`src/alu_pkg.sv`:
```
package alu_pkg;

	// Operand and result width
	localparam int DATA_W = 8;

	// Op code, one full byte on the link
	typedef logic [7:0] op_t;

	////////////////////////////////////////////////////////////
	// Operation codes
	////////////////////////////////////////////////////////////

	// Arithmetic
	localparam op_t OP_ADD = 8'h20;
	localparam op_t OP_SUB = 8'h22;

	// Bitwise
	localparam op_t OP_AND = 8'h24;
	localparam op_t OP_OR = 8'h25;
	localparam op_t OP_XOR = 8'h26;
	localparam op_t OP_NOR = 8'h27;

	// Shifts, amount from low bits of b
	localparam op_t OP_SRA = 8'h03;
	localparam op_t OP_SRL = 8'h02;

	// Request as held by the command interface
	typedef struct packed {
		logic signed [DATA_W-1:0] a;
		logic signed [DATA_W-1:0] b;
		op_t op;
	} alu_req_t;

endpackage

```
`src/uart_pkg.sv`:
```
package uart_pkg;

	////////////////////////////////////////////////////////////
	// Serial link
	////////////////////////////////////////////////////////////

	// One data byte on the line
	typedef logic [7:0] byte_t;

	// Clocks per serial bit, fixed rate
	localparam int CLKS_PER_BIT = 8;

	// Bit-period counter
	localparam int BIT_CNT_W = $clog2(CLKS_PER_BIT);
	typedef logic [BIT_CNT_W-1:0] bit_cnt_t;

	// Last clock of a bit period, and the clock at mid-bit
	localparam bit_cnt_t BIT_LAST = bit_cnt_t'(CLKS_PER_BIT - 1);
	localparam bit_cnt_t BIT_MID = bit_cnt_t'(CLKS_PER_BIT / 2 - 1);

	////////////////////////////////////////////////////////////
	// Byte FIFO
	////////////////////////////////////////////////////////////

	localparam int FIFO_DEPTH = 4;
	localparam int FIFO_AW = 2;

	// Pointers wrap on their own; count needs one extra bit
	typedef logic [FIFO_AW-1:0] fifo_ptr_t;
	typedef logic [FIFO_AW:0] fifo_cnt_t;
	localparam fifo_cnt_t FIFO_FULL_CNT = fifo_cnt_t'(FIFO_DEPTH);

endpackage

```
`src/alu.sv`:
```
`timescale 1ns/1ps

module alu
(
	input alu_pkg::alu_req_t req,
	output logic signed [alu_pkg::DATA_W-1:0] result
);

	// Shift amount, low three bits of b
	logic [2:0] shamt;

	assign shamt = req.b[2:0];

	always_comb
	begin
		case (req.op)
			// Wraps modulo 256 at result width
			alu_pkg::OP_ADD: result = req.a + req.b;
			alu_pkg::OP_SUB: result = req.a - req.b;
			// Bitwise group
			alu_pkg::OP_AND: result = req.a & req.b;
			alu_pkg::OP_OR: result = req.a | req.b;
			alu_pkg::OP_XOR: result = req.a ^ req.b;
			alu_pkg::OP_NOR: result = ~(req.a | req.b);
			// Sign fill
			alu_pkg::OP_SRA: result = req.a >>> shamt;
			// Zero fill
			alu_pkg::OP_SRL: result = $signed($unsigned(req.a) >> shamt);
			// Unknown op code
			default: result = '0;
		endcase
	end

endmodule

```
`src/byte_fifo.sv`:
```
`timescale 1ns/1ps

module byte_fifo
(
	input logic clk,
	input logic reset,
	input logic wr,
	input uart_pkg::byte_t wr_data,
	input logic rd,
	output uart_pkg::byte_t rd_data,
	output logic empty,
	output logic full
);

	uart_pkg::byte_t mem [uart_pkg::FIFO_DEPTH];
	uart_pkg::fifo_ptr_t wr_ptr;
	uart_pkg::fifo_ptr_t rd_ptr;
	uart_pkg::fifo_cnt_t count;
	logic do_wr;
	logic do_rd;

	// Strobes past the flags are ignored
	assign do_wr = wr && !full;
	assign do_rd = rd && !empty;

	assign empty = (count == '0);
	assign full = (count == uart_pkg::FIFO_FULL_CNT);

	// Head always visible
	assign rd_data = mem[rd_ptr];

	// Storage
	always_ff @(posedge clk)
	begin
		if (do_wr)
			mem[wr_ptr] <= wr_data;
	end

	// Pointers wrap at depth, count tracks occupancy
	always_ff @(posedge clk or posedge reset)
	begin
		if (reset)
		begin
			wr_ptr <= '0;
			rd_ptr <= '0;
			count <= '0;
		end
		else
		begin
			if (do_wr)
				wr_ptr <= wr_ptr + 1'b1;
			if (do_rd)
				rd_ptr <= rd_ptr + 1'b1;
			case ({do_wr, do_rd})
				2'b10: count <= count + 1'b1;
				2'b01: count <= count - 1'b1;
				default: count <= count;
			endcase
		end
	end

	// Producer and consumer must respect the flags
	assert property (@(posedge clk) disable iff (reset) wr |-> !full);
	assert property (@(posedge clk) disable iff (reset) rd |-> !empty);

endmodule

```
`src/calc_interface.sv`:
```
`timescale 1ns/1ps

module calc_interface
(
	input logic clk,
	input logic reset,
	input logic rx_empty,
	input uart_pkg::byte_t rx_data,
	output logic rx_rd,
	input logic tx_full,
	output logic tx_wr,
	output uart_pkg::byte_t tx_data,
	output alu_pkg::alu_req_t req,
	input logic signed [alu_pkg::DATA_W-1:0] result
);

	typedef enum logic [1:0] {GET_A, GET_B, GET_OP, SEND} calc_state_t;

	calc_state_t state;
	calc_state_t next_state;

	////////////////////////////////////////////////////////////
	// Command FSM
	////////////////////////////////////////////////////////////

	always_ff @(posedge clk or posedge reset)
	begin
		if (reset)
			state <= GET_A;
		else
			state <= next_state;
	end

	// Pop in any GET state once a byte is at the head
	always_comb
	begin
		next_state = state;
		rx_rd = 1'b0;
		tx_wr = 1'b0;
		case (state)
			GET_A,
			GET_B,
			GET_OP:
			begin
				rx_rd = !rx_empty;
				if (!rx_empty)
					next_state = calc_state_t'(state + 2'd1);
			end
			default:
			begin
				// Hold here while tx FIFO is full
				tx_wr = !tx_full;
				if (!tx_full)
					next_state = GET_A;
			end
		endcase
	end

	// Result straight from the ALU
	assign tx_data = uart_pkg::byte_t'(result);

	// Request fields, each loaded by its own pop
	always_ff @(posedge clk)
	begin
		if (rx_rd)
		begin
			case (state)
				GET_A: req.a <= $signed(rx_data);
				GET_B: req.b <= $signed(rx_data);
				GET_OP: req.op <= alu_pkg::op_t'(rx_data);
				default: req <= req;
			endcase
		end
	end

	// One write per command, then back to gathering a
	assert property (@(posedge clk) disable iff (reset)
		tx_wr |-> !tx_full ##1 (state == GET_A && !tx_wr));

endmodule

```
`src/uart_alu_top.sv`:
```
`timescale 1ns/1ps

module uart_alu_top
(
	input logic clk,
	input logic reset,
	input logic rx,
	output logic tx
);

	// Receive path
	logic rx_push;
	uart_pkg::byte_t rx_byte;
	logic rx_rd;
	logic rx_empty;
	uart_pkg::byte_t rx_head;

	// Transmit path
	logic tx_wr;
	uart_pkg::byte_t tx_byte;
	logic tx_full;
	logic tx_pop;
	logic tx_empty;
	uart_pkg::byte_t tx_head;

	// ALU request and result
	alu_pkg::alu_req_t req;
	logic signed [alu_pkg::DATA_W-1:0] result;

	////////////////////////////////////////////////////////////
	// Serial in, into the rx FIFO
	////////////////////////////////////////////////////////////

	uart_rx uart_rx_i (
		.clk(clk), .reset(reset), .rx(rx), .push(rx_push), .data(rx_byte)
	);

	// No back-pressure to the receiver, full left open
	byte_fifo rx_fifo_i (
		.clk(clk), .reset(reset), .wr(rx_push), .wr_data(rx_byte),
		.rd(rx_rd), .rd_data(rx_head), .empty(rx_empty), .full()
	);

	////////////////////////////////////////////////////////////
	// Command handling
	////////////////////////////////////////////////////////////

	calc_interface calc_interface_i (
		.clk(clk), .reset(reset),
		.rx_empty(rx_empty), .rx_data(rx_head), .rx_rd(rx_rd),
		.tx_full(tx_full), .tx_wr(tx_wr), .tx_data(tx_byte),
		.req(req), .result(result)
	);

	alu alu_i (.req(req), .result(result));

	////////////////////////////////////////////////////////////
	// tx FIFO, serial out
	////////////////////////////////////////////////////////////

	byte_fifo tx_fifo_i (
		.clk(clk), .reset(reset), .wr(tx_wr), .wr_data(tx_byte),
		.rd(tx_pop), .rd_data(tx_head), .empty(tx_empty), .full(tx_full)
	);

	uart_tx uart_tx_i (
		.clk(clk), .reset(reset), .empty(tx_empty), .data(tx_head),
		.pop(tx_pop), .tx(tx)
	);

endmodule

```
`src/uart_rx.sv`:
```
`timescale 1ns/1ps

module uart_rx
(
	input logic clk,
	input logic reset,
	input logic rx,
	output logic push,
	output uart_pkg::byte_t data
);

	typedef enum logic [1:0] {RX_IDLE, RX_START, RX_DATA, RX_STOP} rx_state_t;

	rx_state_t state;
	logic rx_meta;
	logic rx_sync;
	logic rx_prev;
	logic start_edge;
	logic bit_end;
	uart_pkg::bit_cnt_t cnt;
	logic [2:0] bit_idx;
	uart_pkg::byte_t shreg;

	////////////////////////////////////////////////////////////
	// Input synchronizer and edge detect
	////////////////////////////////////////////////////////////

	// Line idles high, so reset to 1
	always_ff @(posedge clk or posedge reset)
	begin
		if (reset)
		begin
			rx_meta <= 1'b1;
			rx_sync <= 1'b1;
			rx_prev <= 1'b1;
		end
		else
		begin
			rx_meta <= rx;
			rx_sync <= rx_meta;
			rx_prev <= rx_sync;
		end
	end

	// High to low on the synced line
	assign start_edge = rx_prev & ~rx_sync;

	// Middle of a data or stop bit
	assign bit_end = (cnt == uart_pkg::BIT_LAST);

	////////////////////////////////////////////////////////////
	// Frame FSM
	////////////////////////////////////////////////////////////

	always_ff @(posedge clk or posedge reset)
	begin
		if (reset)
		begin
			state <= RX_IDLE;
			cnt <= '0;
			bit_idx <= '0;
			push <= 1'b0;
		end
		else
		begin
			// Single-cycle strobe
			push <= 1'b0;
			case (state)
				RX_IDLE:
				begin
					cnt <= '0;
					if (start_edge)
						state <= RX_START;
				end
				RX_START:
				begin
					// Recheck at mid start bit, a glitch returns to idle
					if (cnt == uart_pkg::BIT_MID)
					begin
						cnt <= '0;
						bit_idx <= '0;
						state <= rx_sync ? RX_IDLE : RX_DATA;
					end
					else
						cnt <= cnt + 1'b1;
				end
				RX_DATA:
				begin
					if (bit_end)
					begin
						cnt <= '0;
						bit_idx <= bit_idx + 1'b1;
						if (bit_idx == 3'd7)
							state <= RX_STOP;
					end
					else
						cnt <= cnt + 1'b1;
				end
				RX_STOP:
				begin
					// Bad stop bit drops the frame
					if (bit_end)
					begin
						push <= rx_sync;
						state <= RX_IDLE;
					end
					else
						cnt <= cnt + 1'b1;
				end
				default:
					state <= RX_IDLE;
			endcase
		end
	end

	// LSB first, new bit enters at the top
	always_ff @(posedge clk)
	begin
		if (state == RX_DATA && bit_end)
			shreg <= {rx_sync, shreg[7:1]};
		if (state == RX_STOP && bit_end && rx_sync)
			data <= shreg;
	end

endmodule

```
`src/uart_tx.sv`:
```
`timescale 1ns/1ps

module uart_tx
(
	input logic clk,
	input logic reset,
	input logic empty,
	input uart_pkg::byte_t data,
	output logic pop,
	output logic tx
);

	typedef enum logic [1:0] {TX_IDLE, TX_START, TX_DATA, TX_STOP} tx_state_t;

	tx_state_t state;
	logic bit_end;
	uart_pkg::bit_cnt_t cnt;
	logic [2:0] bit_idx;
	uart_pkg::byte_t shreg;

	// Take the head byte as soon as the line is free
	assign pop = (state == TX_IDLE) && !empty;

	assign bit_end = (cnt == uart_pkg::BIT_LAST);

	// Line level from state, high while idle or in reset
	always_comb
	begin
		case (state)
			TX_START: tx = 1'b0;
			TX_DATA: tx = shreg[0];
			default: tx = 1'b1;
		endcase
	end

	////////////////////////////////////////////////////////////
	// Frame FSM
	////////////////////////////////////////////////////////////

	always_ff @(posedge clk or posedge reset)
	begin
		if (reset)
		begin
			state <= TX_IDLE;
			cnt <= '0;
			bit_idx <= '0;
		end
		else
		begin
			if (state == TX_IDLE || bit_end)
				cnt <= '0;
			else
				cnt <= cnt + 1'b1;
			case (state)
				TX_IDLE:
					if (pop)
						state <= TX_START;
				TX_START:
					if (bit_end)
					begin
						bit_idx <= '0;
						state <= TX_DATA;
					end
				TX_DATA:
					if (bit_end)
					begin
						bit_idx <= bit_idx + 1'b1;
						if (bit_idx == 3'd7)
							state <= TX_STOP;
					end
				default:
					// Stop bit, then free again
					if (bit_end)
						state <= TX_IDLE;
			endcase
		end
	end

	// Payload shifter, LSB leaves first
	always_ff @(posedge clk)
	begin
		if (pop)
			shreg <= data;
		else if (state == TX_DATA && bit_end)
			shreg <= {1'b0, shreg[7:1]};
	end

	// Pop only with data, and a full start bit follows it
	assert property (@(posedge clk) disable iff (reset)
		pop |-> !empty ##1 !tx [*uart_pkg::CLKS_PER_BIT]);

endmodule
```
`config.mk`:
```
export PLATFORM = sky130hd
export DESIGN_NAME = uart_alu_top
export DESIGN_NICKNAME = d
export VERILOG_FILES = /design/src/alu_pkg.sv /design/src/uart_pkg.sv /design/src/alu.sv /design/src/byte_fifo.sv /design/src/calc_interface.sv /design/src/uart_alu_top.sv /design/src/uart_rx.sv /design/src/uart_tx.sv
export SDC_FILE = /design/constraint.sdc
export NUM_CORES = 1
export LEC_CHECK = 0
export ABC_AREA = 1
export BUFFER_PORTS_ARGS = -buffer_cell sky130_fd_sc_hd__buf_2
export CAP_MARGIN = 40
export CORE_MARGIN = 2
export CORE_UTILIZATION = 50
export DETAILED_ROUTE_END_ITERATION = 16
export MAX_ROUTING_LAYER = met4
export PLACE_DENSITY = 0.65
export SYNTH_ARGS = -nofsm -noshare
export SYNTH_HDL_FRONTEND = slang
export SYNTH_SLANG_ARGS = --single-unit
```
`constraint.sdc`:
```
create_clock -name clk -period 2.7 [get_ports clk]
set_input_delay 0.135 -clock clk [delete_from_list [all_inputs] [get_ports clk]]
set_output_delay 0.135 -clock clk [all_outputs]
set_load 0.05 [all_outputs]
```
==> results of run 1 <==
-- logic make-up after synthesis --
group | count (synthesis)
and+or+nand+nor | 290
DFF | 148
adders and majority gates | 58
AOI/OAI and AO/OA | 112
buffers and inverters | 120
xor gates and xnor gates | 15
muxes | 3
-- area by class of cell --
cell class | instances | area share
sequential | 148 | 0.507
multi-input combinational | 478 | 0.332
clock buffer | 17 | 0.0506
inverter | 104 | 0.0467
tap | 184 | 0.0274
timing repair buffer | 23 | 0.0202
clock inverter | 15 | 0.0159
-- final timing paths --
path                                              start              endpoint  slack [ps]
worst max-delay path            calc_interface_i.req[0]   tx_fifo_i.mem[3][3]         160
worst min-delay path                                 rx     uart_rx_i.rx_meta         360
worst max register to register  calc_interface_i.req[0]   tx_fifo_i.mem[3][3]         160
worst min register to register        uart_rx_i.rx_meta     uart_rx_i.rx_sync         360
max in group asynchronous                         reset     uart_rx_i.rx_prev        1960
min in group asynchronous                         reset  uart_rx_i.bit_idx[1]         390
-- worst max-delay path, stage by stage, from the launching register on --
cell and delay, ps:
sky130_fd_sc_hd__edfxtp_1 390, sky130_fd_sc_hd__inv_2 120, sky130_fd_sc_hd__nand2_2 90, sky130_fd_sc_hd__nor2_4 160, sky130_fd_sc_hd__a21oi_1 100, sky130_fd_sc_hd__xor2_1 240, sky130_fd_sc_hd__ha_1 370, sky130_fd_sc_hd__nand2_1 90
sky130_fd_sc_hd__nand2_1 60, sky130_fd_sc_hd__inv_1 60, sky130_fd_sc_hd__nand2_1 80, sky130_fd_sc_hd__or2_2 280, sky130_fd_sc_hd__a21oi_1 130, sky130_fd_sc_hd__nand2_1 110
-- routing by layer --
metal  GRT usage  wire length, um  up-vias
met1       0.263             6820     2363
met5           -                0        -
met2       0.332             7290       99
li1            -                -     2548
met4      0.0860              274        0
met3      0.0422              525       25
-- layout by cell type, fill, tap and decap left out, types with 3 or more instances in the layout --
cell type	instances
sky130_fd_sc_hd__a21oi_1	16
sky130_fd_sc_hd__fa_1	3
sky130_fd_sc_hd__ha_1	55
sky130_fd_sc_hd__nand2_1	113
sky130_fd_sc_hd__a31oi_1	7
sky130_fd_sc_hd__clkbuf_16	17
sky130_fd_sc_hd__nand3_1	40
sky130_fd_sc_hd__buf_4	18
sky130_fd_sc_hd__nor3_1	6
sky130_fd_sc_hd__dfrtp_1	33
sky130_fd_sc_hd__o21ai_1	4
sky130_fd_sc_hd__xor2_1	13
sky130_fd_sc_hd__inv_6	7
sky130_fd_sc_hd__inv_1	98
sky130_fd_sc_hd__o22ai_1	13
sky130_fd_sc_hd__edfxtp_1	112
sky130_fd_sc_hd__nor2_4	3
sky130_fd_sc_hd__nand4_1	11
sky130_fd_sc_hd__buf_2	3
sky130_fd_sc_hd__nor2_1	108
sky130_fd_sc_hd__o21ai_0	62
sky130_fd_sc_hd__clkinvlp_4	4
sky130_fd_sc_hd__dfstp_2	3
sky130_fd_sc_hd__inv_8	3
sky130_fd_sc_hd__inv_2	4
-- flip-flops by register name, indices dropped and copies added, names as in the netlist, 3 cells and up, named ones only --
signal,flops
calc_interface_i.req,24
uart_rx_i.shreg,8
tx_fifo_i.count,3
uart_rx_i.data,8
tx_fifo_i.mem,32
uart_tx_i.shreg,8
uart_rx_i.cnt,3
uart_tx_i.bit_idx,3
rx_fifo_i.mem,32
uart_tx_i.cnt,3
rx_fifo_i.count,3
uart_rx_i.bit_idx,3
-- power by group --
part	leakage [nW]	switching, mW	internal, mW
Combinational	1.91	2.52	1.34
Sequential	1.48	0.422	3.15
Clock	0.264	0.983	1.21
Total	3.65	3.93	5.70
-- per-stage QoR --
step | hold WS, ps | setup slack, ps | area, sq um
after floorplan | 139 | 248 | 7530
after global placement | 243 | 157 | 7810
after detailed placement | 244 | 139 | 7810
after CTS | 331 | 131 | 8390
after global routing | 356 | -17.6 | 8410
final | 357 | 163 | 8410
-- timing repair --
item	CTS	global route
hold buffers	2	0
buffers inserted	0	1
setup endpoints to repair	0	20
gates resized for setup	0	4
hold endpoints to repair	34	0
==> run_results.csv, run 1 <==
group,metric,value,unit
run_status,run_status,"complete, no violations",
cells_and_area,multi_input_comb_area,2790,sq um
floorplan,io_pins,4,
sta,clock_skew,10.5,ps
drt,number_of_vias_in_the_routed_layout,5035,
drt,remaining_drc_errors,0,
floorplan,core,14600,sq um
synth,synth_seq_area_share,0.567,
synth,synth-compound-area-share,0.0849,
place,io_buffer_count,3,
synth,async_flop_share,0.243,
power,irDropWorstVdd,0.559,mV
synth,ys_top_cells_by_count,"113 x sky130_fd_sc_hd__nand2_1, 112 x sky130_fd_sc_hd__edfxtp_1, 108 x sky130_fd_sc_hd__nor2_1, 98 x sky130_fd_sc_hd__inv_1, 63 x sky130_fd_sc_hd__o21ai_0",
drt,ant_nets,0,
synth,synthesis.area_per_instance,10.1,sq um
clocking,clk_path_buf_depth,2,
drt,wire_per_inst,15.4,um
synth,number_of_flops_mapped_to_enable_cells_by_yosys,112,
clocking,cts_tree,"built",
hold_path,hold_depth,2,
drt,wl,14900,um
synth,synth.top_cell.area_share,0.447,
synth,yosysWarningCount,0,
power,power.total,9.63,mW
synth,post_synth_num_cell_types,41,
grt,grt_first_pass_wirelength,25100,um
grt,antenna_found_initial,0,
synth,synth_cells,746,
worst_setup_path,worst_ep_arrival_time,2690,ps
cells_and_area,filler_cell_count,1256,
place,dpl.hpwl,10700,um
synth,synth_mux_area_frac,0.00432,
sta,final_hold_fails,0,
synth,yosys.area.top_type,"sky130_fd_sc_hd__edfxtp_1",
worst_setup_path,reg2regPathDepth,13,
sta,worst_pin_slew,809,ps
power,leakage,3.65,nW
cells_and_area,drive_above_1_share,0.0994,
drt,first_iter_violations,304,
grt,gr-total-overflow,0,
worst_setup_path,criticalPathCategory,"register to register",
floorplan,die_x,127,um
sta,finalSetupViolations,0,
clocking,cts_root_buffer,"sky130_fd_sc_hd__clkbuf_16",
cells_and_area,ff_latch_area,4270,sq um
floorplan,placement_rows,44,
synth,synth_adder_area_share,0.0994,
cells_and_area,antenna_cells_inserted,0,
place,placedCellCount,934,
hold_path,holdCritPathClass,"primary input to register",
synth,main_flop_type_after_synthesis,"sky130_fd_sc_hd__edfxtp_1",
clocking,cts_made_buffers,17,
worst_setup_path,startpoint_type,"register",
job,drv_cap,0,
synth,synth_seq_cells,148,
clocking,ctsHtreeMaxLevel,4,
synth,synthesis.nets,807,
clocking,clk-insertion-delay-late,420,ps
floorplan,die-area,16100,sq um
synth,yosys.area_share.simple,0.163,
synth,synth_most_common_cell,"sky130_fd_sc_hd__nand2_1",
clocking,cts.sinks,148,
floorplan,initial_core_util,0.514,
drt,avgViaCountPerCell,5.20,
worst_setup_path,cp.required,2850,ps
synth,post_synth_xor_area_fraction,0.0174,
worst_setup_path,worst_setup_path_end_kind,"register",
synth,yosys-top-cells-area,"sky130_fd_sc_hd__edfxtp_1 45%, sky130_fd_sc_hd__dfrtp_1 11%, sky130_fd_sc_hd__ha_1 9.1%, sky130_fd_sc_hd__nand2_1 5.6%, sky130_fd_sc_hd__nor2_1 5.4%",
sta,final.setup.tns,0,ps
sta,fmax,0.394,GHz
sta,max_slew_margin,0.459,
cells_and_area,post-route-util,0.575,
power,powerDensity,1140,nW/um^2
cells_and_area,area_growth_syn_to_layout,11.7,%
clocking,clk_pin_slew,60,ps
grt,grt_start_max_net_pins,37,
grt,global_route_usage_over_all_layers,0.209,
worst_setup_path,critPathMaxFanout,6,
synth,post_synthesis_instance_area,7530,sq um
sta,period_needed,2540,ps
sta,final_min_period_over_clock_period,0.940,
sta,drv_slew,0,
floorplan,die-height,127,um
cells_and_area,fin_cells,969,
synth,dominant_combinational_cell_family_by_area_after_synthesis,"simple AND/OR/NAND/NOR gates",
cells_and_area,finish.net_count,833,
grt,grt_pass1_vias,4981,
drt,dr.pass1.iters,5,
place,finalWeightedCongestion,0.986,
Note: power is estimated with default switching activity, not from simulation.
==> run 2: changes to the inputs <==
--- a/config.mk
+++ b/config.mk
@@ -12,2 +12,4 @@
 export CORE_UTILIZATION = 50
+export CTS_BUF_LIST = sky130_fd_sc_hd__clkbuf_8
+export CTS_CLUSTER_SIZE = 12
 export DETAILED_ROUTE_END_ITERATION = 16
--- a/constraint.sdc
+++ b/constraint.sdc
@@ -3,2 +3,2 @@
 set_output_delay 0.135 -clock clk [all_outputs]
-set_load 0.05 [all_outputs]
+set_load 0.02 [all_outputs]
==> run 2 against run 1 <==
Net effect:
- via count grew 1.1%
- clock-buffer cell count is the same
- total power shrank 6.8%
- worst hold slack lost 34 ps
- global-route usage shrank 0.27 points
- non-clock buffer count is the same
- flip-flop and latch count is the same
- critical endpoint unchanged
==> run_results.csv, run 2 (synthesized netlist as in run 1, its figures left out) <==
group,metric,value,unit
run_status,run_status,"complete, no violations",
worst_setup_path,startpoint_type,"register",
clocking,cts.sinks,148,
power,leakage,3.57,nW
worst_setup_path,reg2reg_end,"tx_fifo_i.mem[3][3]",
cells_and_area,drive_above_1_share,0.0994,
sta,max_slew_margin,0.465,
floorplan,io_pins,4,
clocking,ctsHtreeMaxLevel,4,
worst_setup_path,critPathMaxFanout,6,
worst_setup_path,criticalPathCategory,"register to register",
worst_setup_path,reg2regPathDepth,13,
place,dpl.hpwl,10700,um
drt,wire_per_inst,15.3,um
place,placedCellCount,934,
hold_path,hold_depth,2,
worst_setup_path,wp_buf_inv,2,
clocking,cts_tree,"built",
drt,dr.pass1.iters,5,
place,dpl_cell_area,7810,sq um
grt,grt_first_pass_wirelength,24800,um
cells_and_area,most_frequent_standard_cell_in_the_layout_excluding_fill_and_tap_cells,"sky130_fd_sc_hd__nand2_1",
cells_and_area,ff_latch_area,4270,sq um
worst_setup_path,critPathMostFrequentCell,"sky130_fd_sc_hd__nand2_1",
worst_setup_path,cpMaxStageDelayCell,"sky130_fd_sc_hd__edfxtp_1",
floorplan,core,14600,sq um
power,power.total,8.97,mW
place,io_buffer_count,3,
worst_setup_path,worst_ep_arrival_time,2730,ps
worst_setup_path,cp.required,2890,ps
power,power_frac_comb,0.427,
cells_and_area,mostFrequentLayoutCells,"113 x sky130_fd_sc_hd__nand2_1, 112 x sky130_fd_sc_hd__edfxtp_1, 108 x sky130_fd_sc_hd__nor2_1",
grt,grt_pass1_vias,4962,
hold_path,hold_sp,"rx",
power,p_sw,3.82,mW
worst_setup_path,regToRegSetupSlack,160,ps
grt,antenna_found_initial,0,
floorplan,placement_rows,44,
clocking,clk-insertion-delay-late,460,ps
clocking,cts_made_buffers,17,
place,place_worst_setup_slack,139,ps
sta,worst_pin_slew,800,ps
sta,period_needed,2540,ps
cells_and_area,biggestRegsByFlops,"rx_fifo_i.mem x32, tx_fifo_i.mem x32, calc_interface_i.req x24",
sta,clock_skew,14.6,ps
worst_setup_path,cp_num_cells,13,
power,power.share.sequential,0.398,
worst_setup_path,crit-reg2reg-launch,"calc_interface_i.req[0]",
cells_and_area,finish.net_count,833,
sta,final_hold_fails,0,
cells_and_area,area_growth_syn_to_layout,9.19,%
drt,wl,14800,um
cells_and_area,filler_cell_count,1276,
clocking,clk_pin_slew,80,ps
place,finalWeightedCongestion,0.986,
clocking,cts_root_buffer,"sky130_fd_sc_hd__clkbuf_8",
cells_and_area,antenna_cells_inserted,0,
cells_and_area,post_layout_inst_area,8220,sq um
drt,number_of_vias_in_the_routed_layout,5088,
drt,remaining_drc_errors,0,
power,netSwitchingFraction,0.426,
drt,first_iter_violations,270,
cells_and_area,multi_input_comb_area,2790,sq um
job,drv_cap,0,
floorplan,die_x,127,um
power,power.clock.fraction,0.176,
floorplan,die-area,16100,sq um
hold_path,worst_hold_path.endpoint,"uart_rx_i.rx_meta",
worst_setup_path,cp_top_family,"simple AND/OR/NAND/NOR gates",
worst_setup_path,worst_setup_path_end_kind,"register",
clocking,clk_path_buf_depth,2,
sta,postLayoutSetupSlackWorst,160,ps
grt,gr-total-overflow,0,
sta,finalSetupViolations,0,
floorplan,die-height,127,um
power,internal-power,5.15,mW
hold_path,holdCritPathClass,"primary input to register",
cells_and_area,fin_cells,969,
drt,avgViaCountPerCell,5.25,
grt,grt_start_max_net_pins,37,
floorplan,initial_core_util,0.514,
cells_and_area,post-route-util,0.562,
power,powerDensity,1090,nW/um^2
sta,final_min_period_over_clock_period,0.941,
power,irDropWorstVdd,0.627,mV
grt,global_route_usage_over_all_layers,0.206,
drt,ant_nets,0,
worst_setup_path,worstPathCellList,"inv_2 > nand2_2 > nor2_4 > a21oi_1 > xor2_1 > ha_1 > nand2_1 > nand2_1 > inv_1 > nand2_1 > or2_2 > a21oi_1 > nand2_1",
worst_setup_path,max_stage_delay,400,ps
sta,drv_slew,0,
sta,fmax,0.394,GHz
==> run 2: cell counts in the layout (fill, tap and decap cells not counted) <==
Identical to the previous run, type by type.
==> run 2: worst max-delay path by stage <==
stage | startpoint | endpoint | slack (ps)
detailed placement | calc_interface_i.req[0] | tx_fifo_i.mem[2][7] | 140
floorplan | calc_interface_i.req[4] | tx_fifo_i.mem[0][3] | 250
global placement | calc_interface_i.req[0] | tx_fifo_i.mem[3][3] | 160
finish | calc_interface_i.req[0] | tx_fifo_i.mem[3][3] | 160
CTS | calc_interface_i.req[0] | tx_fifo_i.mem[2][7] | 130
global route | calc_interface_i.req[0] | tx_fifo_i.mem[2][4] | -20
==> run 2: repair_timing <==
action / CTS / global route
hold buffers: 2 / 0
endpoints found under the setup margin: 0 / 20
setup buffers: 0 / 1
hold endpoints to repair: 34 / 0
gates resized for setup: 0 / 4
==> run 2: through the flow <==
stage | hold WS (ps) | TNS, ps
final | 322 | 0
after global routing | 311 | -48.1
after CTS | 293 | 0
after detailed placement | 244 | 0
after global placement | 243 | 0
after floorplan | 139 | 0
==> run 2: per-layer routing <==
metal / vias up / GRT usage / share of wire
met5: - / - / 0
met3: 30 / 0.0443 / 0.038
met2: 108 / 0.329 / 0.48
met4: 0 / 0.0724 / 0.023
met1: 2400 / 0.262 / 0.46
li1: 2550 / - / -
==> run 2: power by group through the flow <==
stage	clock network, mW	logic [mW]	registers, mW
after detailed placement	0	3.75	3.62
after global routing	1.71	4.40	3.64
after floorplan	0	2.88	3.43
after global placement	0	3.68	3.60
after CTS	1.61	3.78	3.57
final	1.58	3.83	3.57
==> run 2: layout make-up <==
| cell class | count | area share |
|---|---|---|
| Clock inverter | 15 | 0.0163 |
| Multi-Input combinational cell | 478 | 0.340 |
| Tap cell | 184 | 0.0280 |
| Sequential cell | 148 | 0.519 |
| Inverter | 104 | 0.0478 |
| Timing Repair Buffer | 23 | 0.0207 |
| Clock buffer | 17 | 0.0285 |
